### config.mk
export PLATFORM = sky130hd
export DESIGN_NAME = mem_access_top
export DESIGN_NICKNAME = d
export VERILOG_FILES = /design/src/logic/memif_pkg.sv /design/src/logic/mem_access_top.sv /design/src/logic/bus_arbiter.sv /design/src/logic/data_port.sv /design/src/logic/fetch_unit.sv
export SDC_FILE = /design/constraint.sdc
export NUM_CORES = 1
export LEC_CHECK = 0
export BUFFER_PORTS_ARGS = -buffer_cell sky130_fd_sc_hd__buf_2
export CORE_MARGIN = 5
export CORE_UTILIZATION = 54
export CTS_BUF_LIST = sky130_fd_sc_hd__clkbuf_4
export CTS_CLUSTER_SIZE = 30
export DETAILED_ROUTE_END_ITERATION = 7
export HOLD_SLACK_MARGIN = 0.15
export MAX_ROUTING_LAYER = met4
export PLACE_DENSITY_LB_ADDON = 0.25
export SLEW_MARGIN = 10
export SYNTH_ARGS = -nofsm -noshare
export SYNTH_HDL_FRONTEND = slang
export SYNTH_SLANG_ARGS = --single-unit
### constraint.sdc
create_clock -name aclk -period 6.1 [get_ports aclk]
set_clock_uncertainty 0.05 [all_clocks]
set_input_delay 1.22 -clock aclk [delete_from_list [all_inputs] [get_ports aclk]]
set_output_delay 1.22 -clock aclk [all_outputs]
set_load 0.005 [all_outputs]
### src/logic/memif_pkg.sv
/*
 * Shared types for the memory access block: bus widths, bus owner and the
 * arbiter state encoding. Referenced by scoped name, never imported.
 */
`default_nettype none

package memif_pkg;

    localparam int unsigned ADDR_W     = 32;
    localparam int unsigned WORD_W     = 32;
    localparam int unsigned WORD_BYTES = WORD_W / 8;    // fetch address step

    typedef logic [ADDR_W-1:0]     addr_t;              // byte address on the bus
    typedef logic [WORD_W-1:0]     word_t;              // instruction or data word
    typedef logic [WORD_BYTES-1:0] strb_t;              // one write enable per byte

    // who holds the memory bus
    typedef enum logic {
        OWN_FETCH = 1'b0,
        OWN_DATA  = 1'b1
    } owner_e;

    // arbiter FSM, one transaction at a time
    typedef enum logic [1:0] {
        ARB_IDLE  = 2'd0,
        ARB_ISSUE = 2'd1,
        ARB_WAIT  = 2'd2
    } arb_state_e;

endpackage

`default_nettype wire
### src/logic/mem_access_top.sv
/*
 * Memory access top level. Fetch unit and data port share one memory bus
 * through the arbiter; RESET_PC is passed down to the fetch unit.
 */
`timescale 1ns/1ns
`default_nettype none

module mem_access_top #(
    parameter memif_pkg::addr_t RESET_PC = 32'h0000_1000
) (
    input  logic                aclk,
    input  logic                rst_n,
    input  logic                redirect,
    input  memif_pkg::addr_t    redirect_pc,
    output logic                inst_valid,
    output memif_pkg::addr_t    inst_pc,
    output memif_pkg::word_t    inst_word,
    input  logic                data_req,
    input  logic                data_we,
    input  memif_pkg::addr_t    data_addr,
    input  memif_pkg::word_t    data_wdata,
    input  memif_pkg::strb_t    data_wstrb,
    output logic                data_done,
    output memif_pkg::word_t    data_rdata,
    output logic                data_busy,
    output logic                mem_req,
    output logic                mem_we,
    output memif_pkg::addr_t    mem_addr,
    output memif_pkg::word_t    mem_wdata,
    output memif_pkg::strb_t    mem_wstrb,
    input  logic                mem_done,
    input  memif_pkg::word_t    mem_rdata
);
    logic                fetch_pending;
    memif_pkg::addr_t    fetch_addr;
    logic                fetch_done;
    logic                data_pending;
    logic                op_we;
    memif_pkg::addr_t    op_addr;
    memif_pkg::word_t    op_wdata;
    memif_pkg::strb_t    op_wstrb;
    logic                data_done_int;
    memif_pkg::word_t    rdata_out;         // read word for whichever owner finished

    fetch_unit #(
        .RESET_PC       (RESET_PC)
    ) u_fetch_unit (
        .aclk           (aclk),
        .rst_n          (rst_n),
        .redirect       (redirect),
        .redirect_pc    (redirect_pc),
        .fetch_done     (fetch_done),
        .fetch_rdata    (rdata_out),
        .fetch_pending  (fetch_pending),
        .fetch_addr     (fetch_addr),
        .inst_valid     (inst_valid),
        .inst_pc        (inst_pc),
        .inst_word      (inst_word)
    );

    data_port u_data_port (
        .aclk           (aclk),
        .rst_n          (rst_n),
        .data_req       (data_req),
        .data_we        (data_we),
        .data_addr      (data_addr),
        .data_wdata     (data_wdata),
        .data_wstrb     (data_wstrb),
        .grant_done     (data_done_int),
        .grant_rdata    (rdata_out),
        .data_pending   (data_pending),
        .op_we          (op_we),
        .op_addr        (op_addr),
        .op_wdata       (op_wdata),
        .op_wstrb       (op_wstrb),
        .data_busy      (data_busy),
        .data_done      (data_done),
        .data_rdata     (data_rdata)
    );

    bus_arbiter u_bus_arbiter (
        .aclk           (aclk),
        .rst_n          (rst_n),
        .fetch_pending  (fetch_pending),
        .fetch_addr     (fetch_addr),
        .data_pending   (data_pending),
        .op_we          (op_we),
        .op_addr        (op_addr),
        .op_wdata       (op_wdata),
        .op_wstrb       (op_wstrb),
        .mem_done       (mem_done),
        .mem_rdata      (mem_rdata),
        .mem_req        (mem_req),
        .mem_we         (mem_we),
        .mem_addr       (mem_addr),
        .mem_wdata      (mem_wdata),
        .mem_wstrb      (mem_wstrb),
        .fetch_done     (fetch_done),
        .data_done_int  (data_done_int),
        .rdata_out      (rdata_out)
    );

endmodule

`default_nettype wire

### src/logic/bus_arbiter.sv
/*
 * Shares the single memory bus between fetch and data, data first.
 * Captures the winner's request, strobes mem_req once, waits for mem_done
 * and hands the completion and read word back to the owner.
 */
`timescale 1ns/1ns
`default_nettype none

module bus_arbiter (
    input  logic                aclk,
    input  logic                rst_n,
    input  logic                fetch_pending,
    input  memif_pkg::addr_t    fetch_addr,
    input  logic                data_pending,
    input  logic                op_we,
    input  memif_pkg::addr_t    op_addr,
    input  memif_pkg::word_t    op_wdata,
    input  memif_pkg::strb_t    op_wstrb,
    input  logic                mem_done,
    input  memif_pkg::word_t    mem_rdata,
    output logic                mem_req,
    output logic                mem_we,
    output memif_pkg::addr_t    mem_addr,
    output memif_pkg::word_t    mem_wdata,
    output memif_pkg::strb_t    mem_wstrb,
    output logic                fetch_done,
    output logic                data_done_int,
    output memif_pkg::word_t    rdata_out
);
    memif_pkg::arb_state_e state;
    memif_pkg::owner_e     owner;

    assign mem_req = (state == memif_pkg::ARB_ISSUE);  // one cycle per transaction

    always_ff @(posedge aclk) begin
        if (!rst_n) begin
            state         <= memif_pkg::ARB_IDLE;
            owner         <= memif_pkg::OWN_FETCH;
            fetch_done    <= 1'b0;
            data_done_int <= 1'b0;
        end else begin
            fetch_done    <= 1'b0;
            data_done_int <= 1'b0;
            case (state)
                memif_pkg::ARB_IDLE: begin
                    if (data_pending) begin
                        owner <= memif_pkg::OWN_DATA;      // data wins a tie
                        state <= memif_pkg::ARB_ISSUE;
                    end else if (fetch_pending) begin
                        owner <= memif_pkg::OWN_FETCH;
                        state <= memif_pkg::ARB_ISSUE;
                    end
                end
                memif_pkg::ARB_ISSUE: begin
                    state <= memif_pkg::ARB_WAIT;
                end
                memif_pkg::ARB_WAIT: begin
                    if (mem_done) begin
                        fetch_done    <= (owner == memif_pkg::OWN_FETCH);
                        data_done_int <= (owner == memif_pkg::OWN_DATA);
                    end else if (fetch_done || data_done_int) begin
                        // owner has seen its strobe and dropped pending
                        state <= memif_pkg::ARB_IDLE;
                    end
                end
                default: begin
                    state <= memif_pkg::ARB_IDLE;
                end
            endcase
        end
    end

    // bus fields of the winner, frozen once idle is left
    always_ff @(posedge aclk) begin
        if (state == memif_pkg::ARB_IDLE) begin
            if (data_pending) begin
                mem_we    <= op_we;
                mem_addr  <= op_addr;
                mem_wdata <= op_wdata;
                mem_wstrb <= op_wstrb;
            end else begin
                mem_we    <= 1'b0;              // fetch is a plain read
                mem_addr  <= fetch_addr;
                mem_wdata <= '0;
                mem_wstrb <= '0;
            end
        end
    end

    always_ff @(posedge aclk) begin
        if (mem_done) begin
            rdata_out <= mem_rdata;
        end
    end

    // memory may only answer the one transaction in flight
    a_done_in_wait: assert property (
        @(posedge aclk) disable iff (!rst_n)
        mem_done |-> (state == memif_pkg::ARB_WAIT)
    ) else $error("mem_done outside the wait state");

    // a request on the bus always serves an owner that still waits for it
    a_req_owner_pending: assert property (
        @(posedge aclk) disable iff (!rst_n)
        mem_req |-> ((owner == memif_pkg::OWN_DATA) ? data_pending : fetch_pending)
    ) else $error("mem_req for an owner with nothing pending");

endmodule

`default_nettype wire

### src/logic/data_port.sv
/*
 * Holds one pending load or store from the data side until the arbiter
 * completes it, then strobes data_done with the load word.
 */
`timescale 1ns/1ns
`default_nettype none

module data_port (
    input  logic                aclk,
    input  logic                rst_n,
    input  logic                data_req,
    input  logic                data_we,
    input  memif_pkg::addr_t    data_addr,
    input  memif_pkg::word_t    data_wdata,
    input  memif_pkg::strb_t    data_wstrb,
    input  logic                grant_done,
    input  memif_pkg::word_t    grant_rdata,
    output logic                data_pending,
    output logic                op_we,
    output memif_pkg::addr_t    op_addr,
    output memif_pkg::word_t    op_wdata,
    output memif_pkg::strb_t    op_wstrb,
    output logic                data_busy,
    output logic                data_done,
    output memif_pkg::word_t    data_rdata
);
    // busy for exactly as long as the request waits on the bus
    assign data_busy = data_pending;

    always_ff @(posedge aclk) begin
        if (!rst_n) begin
            data_pending <= 1'b0;
            data_done    <= 1'b0;
        end else begin
            data_done <= grant_done;
            if (data_req) begin
                data_pending <= 1'b1;
            end else if (grant_done) begin
                data_pending <= 1'b0;           // falls together with data_done
            end
        end
    end

    // request fields, held stable while pending
    always_ff @(posedge aclk) begin
        if (data_req) begin
            op_we    <= data_we;
            op_addr  <= data_addr;
            op_wdata <= data_wdata;
            op_wstrb <= data_wstrb;
        end
    end

    always_ff @(posedge aclk) begin
        if (grant_done) begin
            data_rdata <= op_we ? '0 : grant_rdata;    // stores return zero
        end
    end

    // the source must wait for the previous access to finish
    a_req_not_busy: assert property (
        @(posedge aclk) disable iff (!rst_n)
        data_req |-> !data_busy
    ) else $error("data_req while data_busy");

endmodule

`default_nettype wire

### src/logic/fetch_unit.sv
/*
 * Sequential instruction fetch from RESET_PC with redirect support.
 * One fetch is outstanding at a time; words fetched before a redirect are dropped.
 */
`timescale 1ns/1ns
`default_nettype none

module fetch_unit #(
    parameter memif_pkg::addr_t RESET_PC = 32'h0000_1000
) (
    input  logic                aclk,
    input  logic                rst_n,
    input  logic                redirect,
    input  memif_pkg::addr_t    redirect_pc,
    input  logic                fetch_done,
    input  memif_pkg::word_t    fetch_rdata,
    output logic                fetch_pending,
    output memif_pkg::addr_t    fetch_addr,
    output logic                inst_valid,
    output memif_pkg::addr_t    inst_pc,
    output memif_pkg::word_t    inst_word
);
    logic stale;        // outstanding fetch belongs to an old address
    logic relaunch;     // start a fetch next cycle without delivering
    logic deliver;

    assign deliver = fetch_done && !stale && !redirect;

    always_ff @(posedge aclk) begin
        if (!rst_n) begin
            fetch_addr    <= RESET_PC;
            fetch_pending <= 1'b0;
            stale         <= 1'b0;
            relaunch      <= 1'b1;              // first fetch right after reset
            inst_valid    <= 1'b0;
        end else begin
            inst_valid <= 1'b0;
            relaunch   <= 1'b0;
            if (relaunch || inst_valid) begin
                fetch_pending <= 1'b1;          // next word, one cycle after delivery
            end
            if (fetch_done) begin
                fetch_pending <= 1'b0;
                if (deliver) begin
                    inst_valid <= 1'b1;
                    fetch_addr <= fetch_addr + memif_pkg::addr_t'(memif_pkg::WORD_BYTES);
                end else begin
                    stale    <= 1'b0;           // drop it and refetch at new pc
                    relaunch <= 1'b1;
                end
            end
            if (redirect) begin
                fetch_addr <= redirect_pc;
                if (fetch_pending && !fetch_done) begin
                    stale <= 1'b1;              // still in flight, discard on return
                end
            end
        end
    end

    // word and its address, valid with inst_valid
    always_ff @(posedge aclk) begin
        if (deliver) begin
            inst_pc   <= fetch_addr;
            inst_word <= fetch_rdata;
        end
    end

    // a completion from the arbiter must match a fetch we asked for
    a_done_has_fetch: assert property (
        @(posedge aclk) disable iff (!rst_n)
        fetch_done |-> fetch_pending
    ) else $error("fetch completion without an outstanding fetch");

endmodule

`default_nettype wire

Yosys cells after proc, flatten, opt, wreduce, memory -nomap -nowiden
Cells that the tools add are included.
Widths: inputs -> output; s select.
- register bits after elaboration: 309
- bits of input ports: 138
- output and inout port bits: 169
- word-level logic and storage cells: 70
- add/sub/neg operators: 1
- equality and inequality tests: 5
- muxes and demuxes: 20
- bitwise gates (word level): 2
- reduce and logical (&&, ||, !) cells: 19
- operators by type and width (operator ; number):
    $mux 32 ; 4
    $add 32x3->32 const B ; 1
    $mux 1 ; 11
    $mux 2 ; 4
    $reduce_bool 2->1 ; 4
    $pmux 2 s3 ; 1
    $reduce_and 2->1 ; 3
    $reduce_and 3->1 ; 2
    $logic_and 1x1->1 ; 3
    $logic_not 1->1 ; 3
    $ne 3x3->1 const B ; 1
    $eq 2x1->1 const B ; 1
    $eq 2x2->1 const B ; 1
    $logic_not 2->1 ; 1
    $logic_or 1x1->1 ; 2
    $ne 2x1->1 const B ; 1
    $ne 2x2->1 const B ; 1
    $not 1->1 ; 2
    $reduce_or 2->1 ; 1

Longest topological paths before layout
Gate-level depths: netlist of run 1.
- depth in word-level cells: 7
- gate-level depth with buffers: 7
- depth with buffers taken out: 6

By module
A second synthesis of run 1 with hierarchy kept.
- cell total of the unflattened synthesis: 641
- area total of the unflattened synthesis: 11195.7 µm²
- modules (own cells, without submodules) (module ; times used ; cells an instance ; area each (µm²) ; seq. area each (µm²)):
    bus_arbiter ; 1 ; 198 ; 4035.1 ; 3133.0
    fetch_unit ; 1 ; 301 ; 3837.4 ; 2642.5
    data_port ; 1 ; 142 ; 3323.2 ; 3072.9

Worst setup path before layout of run 1
Ideal clock, no wire load.
- path type: input to register
- from: input redirect
- to: register u_fetch_unit.fetch_addr[31]
- setup time: 60 ps
- arrival: 5179 ps
- data required time: 5990 ps
- slack: 811 ps
- cell stages on the path: 5
- path through: clkbuf_1 -> nor2_1 -> nand2_1 -> nor4_1 -> a311o_1
- cells in the longest elaborated chain, start to end: 4
- elaborated cells between the ends (all ways): 6
- RTL lines (element ; RTL line ; RTL):
    from (decl) ; mem_access_top.sv:13 ; input logic redirect,
    $logic_not 1->1 ; fetch_unit.sv:27 ; assign deliver = fetch_done && !stale && !redirect;
    $logic_and 1x1->1 ; fetch_unit.sv:27 ;
    named net u_fetch_unit.deliver ; fetch_unit.sv:25 ; logic deliver;
    $reduce_bool 2->1 (no source line) ; - ;
    $reduce_and 2->1 (no source line) ; - ;
    to (signal assigned) ; fetch_unit.sv:46 ; fetch_addr <= fetch_addr + memif_pkg::addr_t'(memif_pkg::WORD_BYTES);
    to (signal assigned) ; fetch_unit.sv:53 ; fetch_addr <= redirect_pc;
    to (decl) ; fetch_unit.sv:18 ; output memif_pkg::addr_t fetch_addr,
The timed path passes the listed nets, and every way through them passes these cells.
A chain may end at the register's enable or synchronous reset.

Worst setup path after layout of run 1
- from: register u_data_port.data_pending, in the netlist u_data_port.data_busy
- to: output data_busy
- RTL lines (element ; RTL line ; RTL):
    from (decl) ; data_port.sv:18 ; output logic data_pending,
    from (signal assigned) ; data_port.sv:32 ; data_pending <= 1'b0;
    from (signal assigned) ; data_port.sv:37 ; data_pending <= 1'b1;
    from (signal assigned) ; data_port.sv:39 ; data_pending <= 1'b0;
    to (decl) ; mem_access_top.sv:25 ; output logic data_busy,
No word-level cell between the ends.

==> flow_metrics.py, run 1 <==
metrics = {
    "floorplanning": {
        "num_io_pins": 307,
        "start_util": 0.545,
        "die_area_mm2": 0.0232,
        "coreArea_mm2": 0.0201,
        "fp.dieH_um": 152,
        "rows": 52,
        "die_w_um": 152,
    },
    "global_routing": {
        "grt_overflow_total": 0,
        "grt_max_degree": 77,
        "grt_first_pass_wirelength_mm": 37.4,
        "grt_pass1_vias": 6909,
        "antenna_found_initial": 6,
        "grt_usage": 0.211,
    },
    "pwr": {
        "seqPwrFrac": 0.554,
        "pwr-share-comb": 0.065,
        "ir_drop_mv": 0.231,
        "pwr-share-clk": 0.381,
        "swShare": 0.216,
        "p_leak_nw": 5.57,
        "power_density_mw_per_mm2": 333,
        "p_sw_w": 0.000996,
        "power.internal_w": 0.00361,
    },
    "synthesis": {
        "synth_area_mm2": 0.0110,
        "ys_ff_latch": 309,
        "yosysWarnings": 0,
        "seq_area_frac_synth": 0.808,
        "syn-num-nets": 784,
        "syn_avg_cell_area_um2": 17.0,
        "yosysUniqueCellTypes": 35,
        "synthCells": 645,
    },
    "clock_tree": {
        "cts_hold_buf": 0,
        "clock_path_buffers": 3,
        "ctsResizeCount": 0,
        "clk_pin_slew_ps": 60,
        "cts_tree": "built",
        "postCtsSetupBuffers": 0,
        "clkLatencyLatePin_ps": 650,
        "cts.sinks": 309,
        "cts_made_buffers": 78,
        "root_buffer": "clkbuf_4",
        "htreeDepth": 3,
    },
    "status": {
        "outcome": "completed",
    },
    "placement": {
        "routabilityCongestion": 0.857,
        "dp.cells": 1201,
        "port-buffer-count": 306,
        "dp_hpwl_mm": 15.9,
    },
    "drt": {
        "ant_nets": 0,
        "routedWlPerCell_um": 17.6,
        "dr.first_iter.drc_count": 508,
        "firstDrtPassIters": 6,
        "wl_mm": 23.7,
        "viasPerCell": 4.90,
        "drc": 0,
        "vias": 6607,
    },
    "sta": {
        "rsz0062_at_grt": "no",
        "relSlewSlack": 0.229,
        "tightest_slew_ps": 1160,
        "hold_viol_final": 0,
        "fmax_ghz": 0.326,
        "finalSetupViolations": 0,
        "min_period_over_period": 0.503,
        "slew_viol_final": 0,
        "post-route-min-period_ps": 3070,
        "tns_ps": 0,
    },
    "final_layout": {
        "drive_above_1_share": 0.441,
        "layout.nets": 1150,
        "synthToLayoutAreaGrowth_pct": 26.2,
        "fin_cells": 1347,
    },
    "setup_path": {
        "critPathRequiredTime_ps": 4830,
        "crit_fanout": 76,
        "cp-start-kind": "flop",
        "endpoint_kind": "output port",
        "worstPathArrival_ps": 1800,
        "path_class": "reg2out",
    },
    "worst_hold_path": {
        "hold_path.class": "reg2reg",
    },
    "flow_run": {
        "cap_violations": 0,
    },
}
power by group through the flow:
stage | registers, W | clock network [W] | logic, W
2_1_floorplan | 0.00259 | 0 | 0.000115
3_3_place_gp | 0.00259 | 0 | 0.000298
3_5_place_dp | 0.00259 | 0 | 0.000305
4_1_cts | 0.00255 | 0.00181 | 0.000306
5_1_grt | 0.00257 | 0.00196 | 0.000331
6_report | 0.00255 | 0.00175 | 0.000297
final timing paths:
kind / startpoint / to / slack (ps) / depth (start not counted)
max reg2reg: u_fetch_unit.stale / u_fetch_unit.inst_word[24] / 3590 / 3
min reg2reg: u_bus_arbiter.owner / u_bus_arbiter.fetch_done / 370 / 1
min: u_bus_arbiter.owner / u_bus_arbiter.fetch_done / 370 / 1
max: u_data_port.data_busy / data_busy / 3030 / 2
synth_stat cells (all sizes together):
master | count | share of area
clkbuf | 22 | 0.0075
inv | 7 | 0.0024
nand2 | 41 | 0.014
o21a | 1 | 0.00069
o21bai | 1 | 0.00069
and3 | 3 | 0.0017
nor2 | 13 | 0.0045
a21boi | 1 | 0.00069
dfxtp | 43 | 0.079
nand3 | 11 | 0.0050
o21ai | 35 | 0.016
nor4 | 5 | 0.0042
and2 | 42 | 0.024
o211ai | 2 | 0.0014
nor2b | 40 | 0.023
edfxtp | 266 | 0.73
nand4 | 13 | 0.0088
o211a | 2 | 0.0018
nor3 | 6 | 0.0047
xor2 | 20 | 0.016
nand2b | 3 | 0.0017
a21oi | 22 | 0.010
a311o | 1 | 0.00091
buf | 2 | 0.00080
xnor2 | 7 | 0.0056
mux2i | 4 | 0.0037
mux2 | 29 | 0.030
and4 | 2 | 0.0016
ha | 1 | 0.0011
state kept, by name, summed over array words and instances (netlist names), 2 cells and up:
name,flops
u_bus_arbiter.state,2
u_data_port.op_addr,32
u_fetch_unit.inst_word,32
u_bus_arbiter.rdata_out,32
u_bus_arbiter.mem_addr,32
u_data_port.data_rdata,32
u_fetch_unit.inst_pc,32
u_bus_arbiter.mem_wdata,32
u_bus_arbiter.mem_wstrb,4
u_fetch_unit.fetch_addr,32
u_data_port.op_wstrb,4
u_data_port.op_wdata,32
cell usage in the layout, fill, tap and decap left out, types with 3 or more instances in the layout:
master	synthesis	final
nand2_1	41	41
clkbuf_4	0	121
and3_1	3	3
inv_1	7	7
nand3_1	11	11
a21oi_1	22	22
and2_1	42	42
buf_4	0	5
edfxtp_1	266	266
dfxtp_1	43	42
xor2_1	20	20
mux2i_1	4	4
nor4_1	4	4
nand2b_1	3	3
buf_2	1	305
o21ai_0	33	33
diode_2	0	6
nor3_1	3	3
nand4_1	12	12
mux2_2	29	29
nor2b_1	40	40
nor2_1	13	11
clkinv_1	0	15
xnor2_1	7	7
metal layers:
metal / up-vias / GRT usage / routed length (µm)
met5: - / - / 0
met4: 0 / 0.0641 / 307
met3: 27 / 0.0909 / 2430
met2: 306 / 0.331 / 11700
met1: 3104 / 0.252 / 9270
li1: 3170 / - / -
final cells by class:
cell class | instances | area [µm²]
flip-flops and latches | 309 | 8850
fillers | 1413 | 6280
multi-input cells | 305 | 2000
repair buffers | 310 | 1560
clock buffers | 121 | 908
well taps | 270 | 338
clock inverters | 19 | 124
inverters | 7 | 26.3
diodes | 6 | 15.0
critical path, stage by stage, from the launching register on:
cell and delay [ps]:
dfxtp_2 310, buf_4 600, buf_2 240
cells by family after synthesis:
group,synth area share
xor+xnor,0.0216
flops,0.808
fa+ha+maj,0.00114
mux,0.0335
simple gates,0.0931
compound gates,0.0322
buf+inv,0.0107
metrics by stage:
| step | worst slack, ps | total power [W] | hold WS [ps] | instance area, µm² | util |
|---|---|---|---|---|---|
| after floorplan | 811 | 0.00271 | 342 | 11000 | - |
| after global placement | 2800 | 0.00289 | 350 | 12800 | 0.636 |
| after detailed placement | 2710 | 0.00290 | 360 | 12800 | 0.636 |
| after CTS | 2920 | 0.00467 | 369 | 13800 | 0.687 |
| after global routing | 2900 | 0.00485 | 381 | 13800 | 0.688 |
| final | 3030 | 0.00460 | 369 | 13800 | 0.688 |
Power figures use the tool's default switching activity.
==> run 2, diff against run 1 <==
--- a/config.mk
+++ b/config.mk
@@ -7,7 +7,7 @@
 export LEC_CHECK = 0
 export BUFFER_PORTS_ARGS = -buffer_cell sky130_fd_sc_hd__buf_2
 export CORE_MARGIN = 5
-export CORE_UTILIZATION = 54
+export CORE_UTILIZATION = 49
 export CTS_BUF_LIST = sky130_fd_sc_hd__clkbuf_4
 export CTS_CLUSTER_SIZE = 30
 export DETAILED_ROUTE_END_ITERATION = 7
==> constraint.sdc (replaced) <==
create_clock -name aclk -period 2.8 [get_ports aclk]
set_clock_uncertainty 0.05 [all_clocks]
set_input_delay 0.56 -clock aclk [delete_from_list [all_inputs] [get_ports aclk]]
set_output_delay 0.56 -clock aclk [all_outputs]
set_load 0.005 [all_outputs]
==> flow_metrics.py, run 2 (same netlist as run 1, synthesis figures left out) <==
metrics = {
    "status": {
        "outcome": "completed",
    },
    "pwr": {
        "pwr-share-comb": 0.081,
        "p_leak_nw": 6.17,
        "pwr-share-clk": 0.373,
        "swShare": 0.222,
        "power.internal_w": 0.00794,
        "ir_drop_mv": 0.501,
        "power_density_mw_per_mm2": 671,
        "seqPwrFrac": 0.546,
        "p_sw_w": 0.00227,
    },
    "sta": {
        "tns_ps": 0,
        "hold_viol_final": 0,
        "min_period_over_period": 0.803,
        "finalSetupViolations": 0,
        "slew_viol_final": 0,
        "rsz0062_at_grt": "no",
        "fmax_ghz": 0.445,
        "relSlewSlack": 0.196,
        "post-route-min-period_ps": 2250,
        "tightest_slew_ps": 1210,
    },
    "setup_path": {
        "worstPathArrival_ps": 1640,
        "critPathRequiredTime_ps": 2190,
        "crit_fanout": 59,
        "path_class": "reg2out",
        "endpoint_kind": "output port",
        "path_cells": "buf_2",
        "crit_family": "flip-flops",
        "cp-start-kind": "flop",
        "cp_num_buf_inv": 1,
        "crit_slowest_cell": "dfxtp_4",
        "slowest_delay_ps": 740,
    },
    "floorplanning": {
        "num_io_pins": 307,
        "rows": 54,
        "die_w_um": 160,
        "fp.dieH_um": 160,
        "coreArea_mm2": 0.0219,
        "start_util": 0.500,
        "die_area_mm2": 0.0254,
    },
    "clock_tree": {
        "htreeDepth": 3,
        "root_buffer": "clkbuf_4",
        "ctsResizeCount": 0,
        "cts_made_buffers": 79,
        "clock_path_buffers": 3,
        "cts.sinks": 309,
        "clkLatencyLatePin_ps": 640,
        "cts_tree": "built",
        "clk_pin_slew_ps": 60,
    },
    "drt": {
        "drc": 0,
        "ant_nets": 0,
        "wl_mm": 26.9,
        "viasPerCell": 4.92,
        "dr.first_iter.drc_count": 423,
        "firstDrtPassIters": 4,
        "vias": 7315,
        "routedWlPerCell_um": 18.1,
    },
    "final_layout": {
        "layout.nets": 1289,
        "final_util": 0.695,
        "n_fill_cell": 1521,
        "final_cell_mix": "buf_2, edfxtp_1, dlygate4sd3_1, clkbuf_4, and2_1",
        "final_area_mm2": 0.0152,
        "synthToLayoutAreaGrowth_pct": 38.9,
        "final_common_cell": "buf_2",
        "drive_above_1_share": 0.404,
    },
    "global_routing": {
        "grt_overflow_total": 0,
        "grt_pass1_vias": 7909,
        "grt_first_pass_wirelength_mm": 42.4,
        "antenna_found_initial": 3,
        "grt_max_degree": 60,
        "grt_usage": 0.216,
    },
    "worst_hold_path": {
        "hold_path.class": "in2reg",
    },
    "placement": {
        "dp_hpwl_mm": 17.2,
        "placed_area_mm2": 0.0129,
        "port-buffer-count": 306,
        "routabilityCongestion": 0.838,
    },
    "flow_run": {
        "cap_violations": 0,
    },
}
## run 2: changes by cell type in the layout (fill, tap and decap cells not counted), sizes merged
| cell | previous run | this run |
|---|---|---|
| dlygate4sd3 | 0 | 128 |
| buf | 310 | 320 |
| clkinv | 15 | 8 |
| clkbuf | 121 | 124 |
| diode | 6 | 3 |
| bufinv | 2 | 1 |
| inv | 9 | 10 |
## run 2: metrics by stage
| step | hold slack (ps) | setup WS [ps] | total power [W] | instances |
|---|---|---|---|---|
| after floorplan | 342 | 48.2 | 0.00589 | 645 |
| after global placement | 350 | 884 | 0.00633 | 1221 |
| after detailed placement | 358 | 828 | 0.00636 | 1221 |
| after CTS | 150 | 433 | 0.0103 | 1485 |
| after global routing | 189 | 401 | 0.0107 | 1488 |
| final | 212 | 552 | 0.0102 | 1488 |
## run 2: final timing paths
check | start | endpoint | slack, ps | cells after the start
hold / removal | redirect_pc[25] | u_fetch_unit.fetch_addr[25] | 210 | 5
setup reg to reg | u_fetch_unit.stale | u_fetch_unit.fetch_addr[31] | 820 | 5
setup / recovery | u_data_port.data_busy | data_busy | 550 | 1
hold reg to reg | u_bus_arbiter.owner | u_bus_arbiter.fetch_done | 360 | 1
## run 2: repair_timing
| action | CTS | global route |
|---|---|---|
| hold buffers | 128 | 0 |
| buffers inserted | 0 | 0 |
| endpoints found under the hold margin | 128 | 0 |
## run 2: area by class of cell
type	count	area, µm²	share of cell area
multi-input cells	305	2000	0.132
repair buffers	448	2970	0.195
inverters	7	26.3	0.00173
clock buffers	124	931	0.0612
well taps	280	350	0.0230
diodes	3	7.51	0.000493
clock inverters	12	72.6	0.00477
flip-flops and latches	309	8850	0.582
## run 2: metal layers
layer  part of all wire  track usage
met2               0.48        0.338
met1               0.41        0.259
met5                  0            -
met4              0.025       0.0779
met3              0.086       0.0784
## run 2: power groups by stage
| stage | combinational, W | sequential, W | clock (W) |
|---|---|---|---|
| after floorplan | 0.000252 | 0.00564 | 0 |
| after global placement | 0.000676 | 0.00566 | 0 |
| after detailed placement | 0.000688 | 0.00567 | 0 |
| after CTS | 0.000834 | 0.00558 | 0.00392 |
| after global routing | 0.000909 | 0.00561 | 0.00420 |
| final | 0.000827 | 0.00558 | 0.00381 |
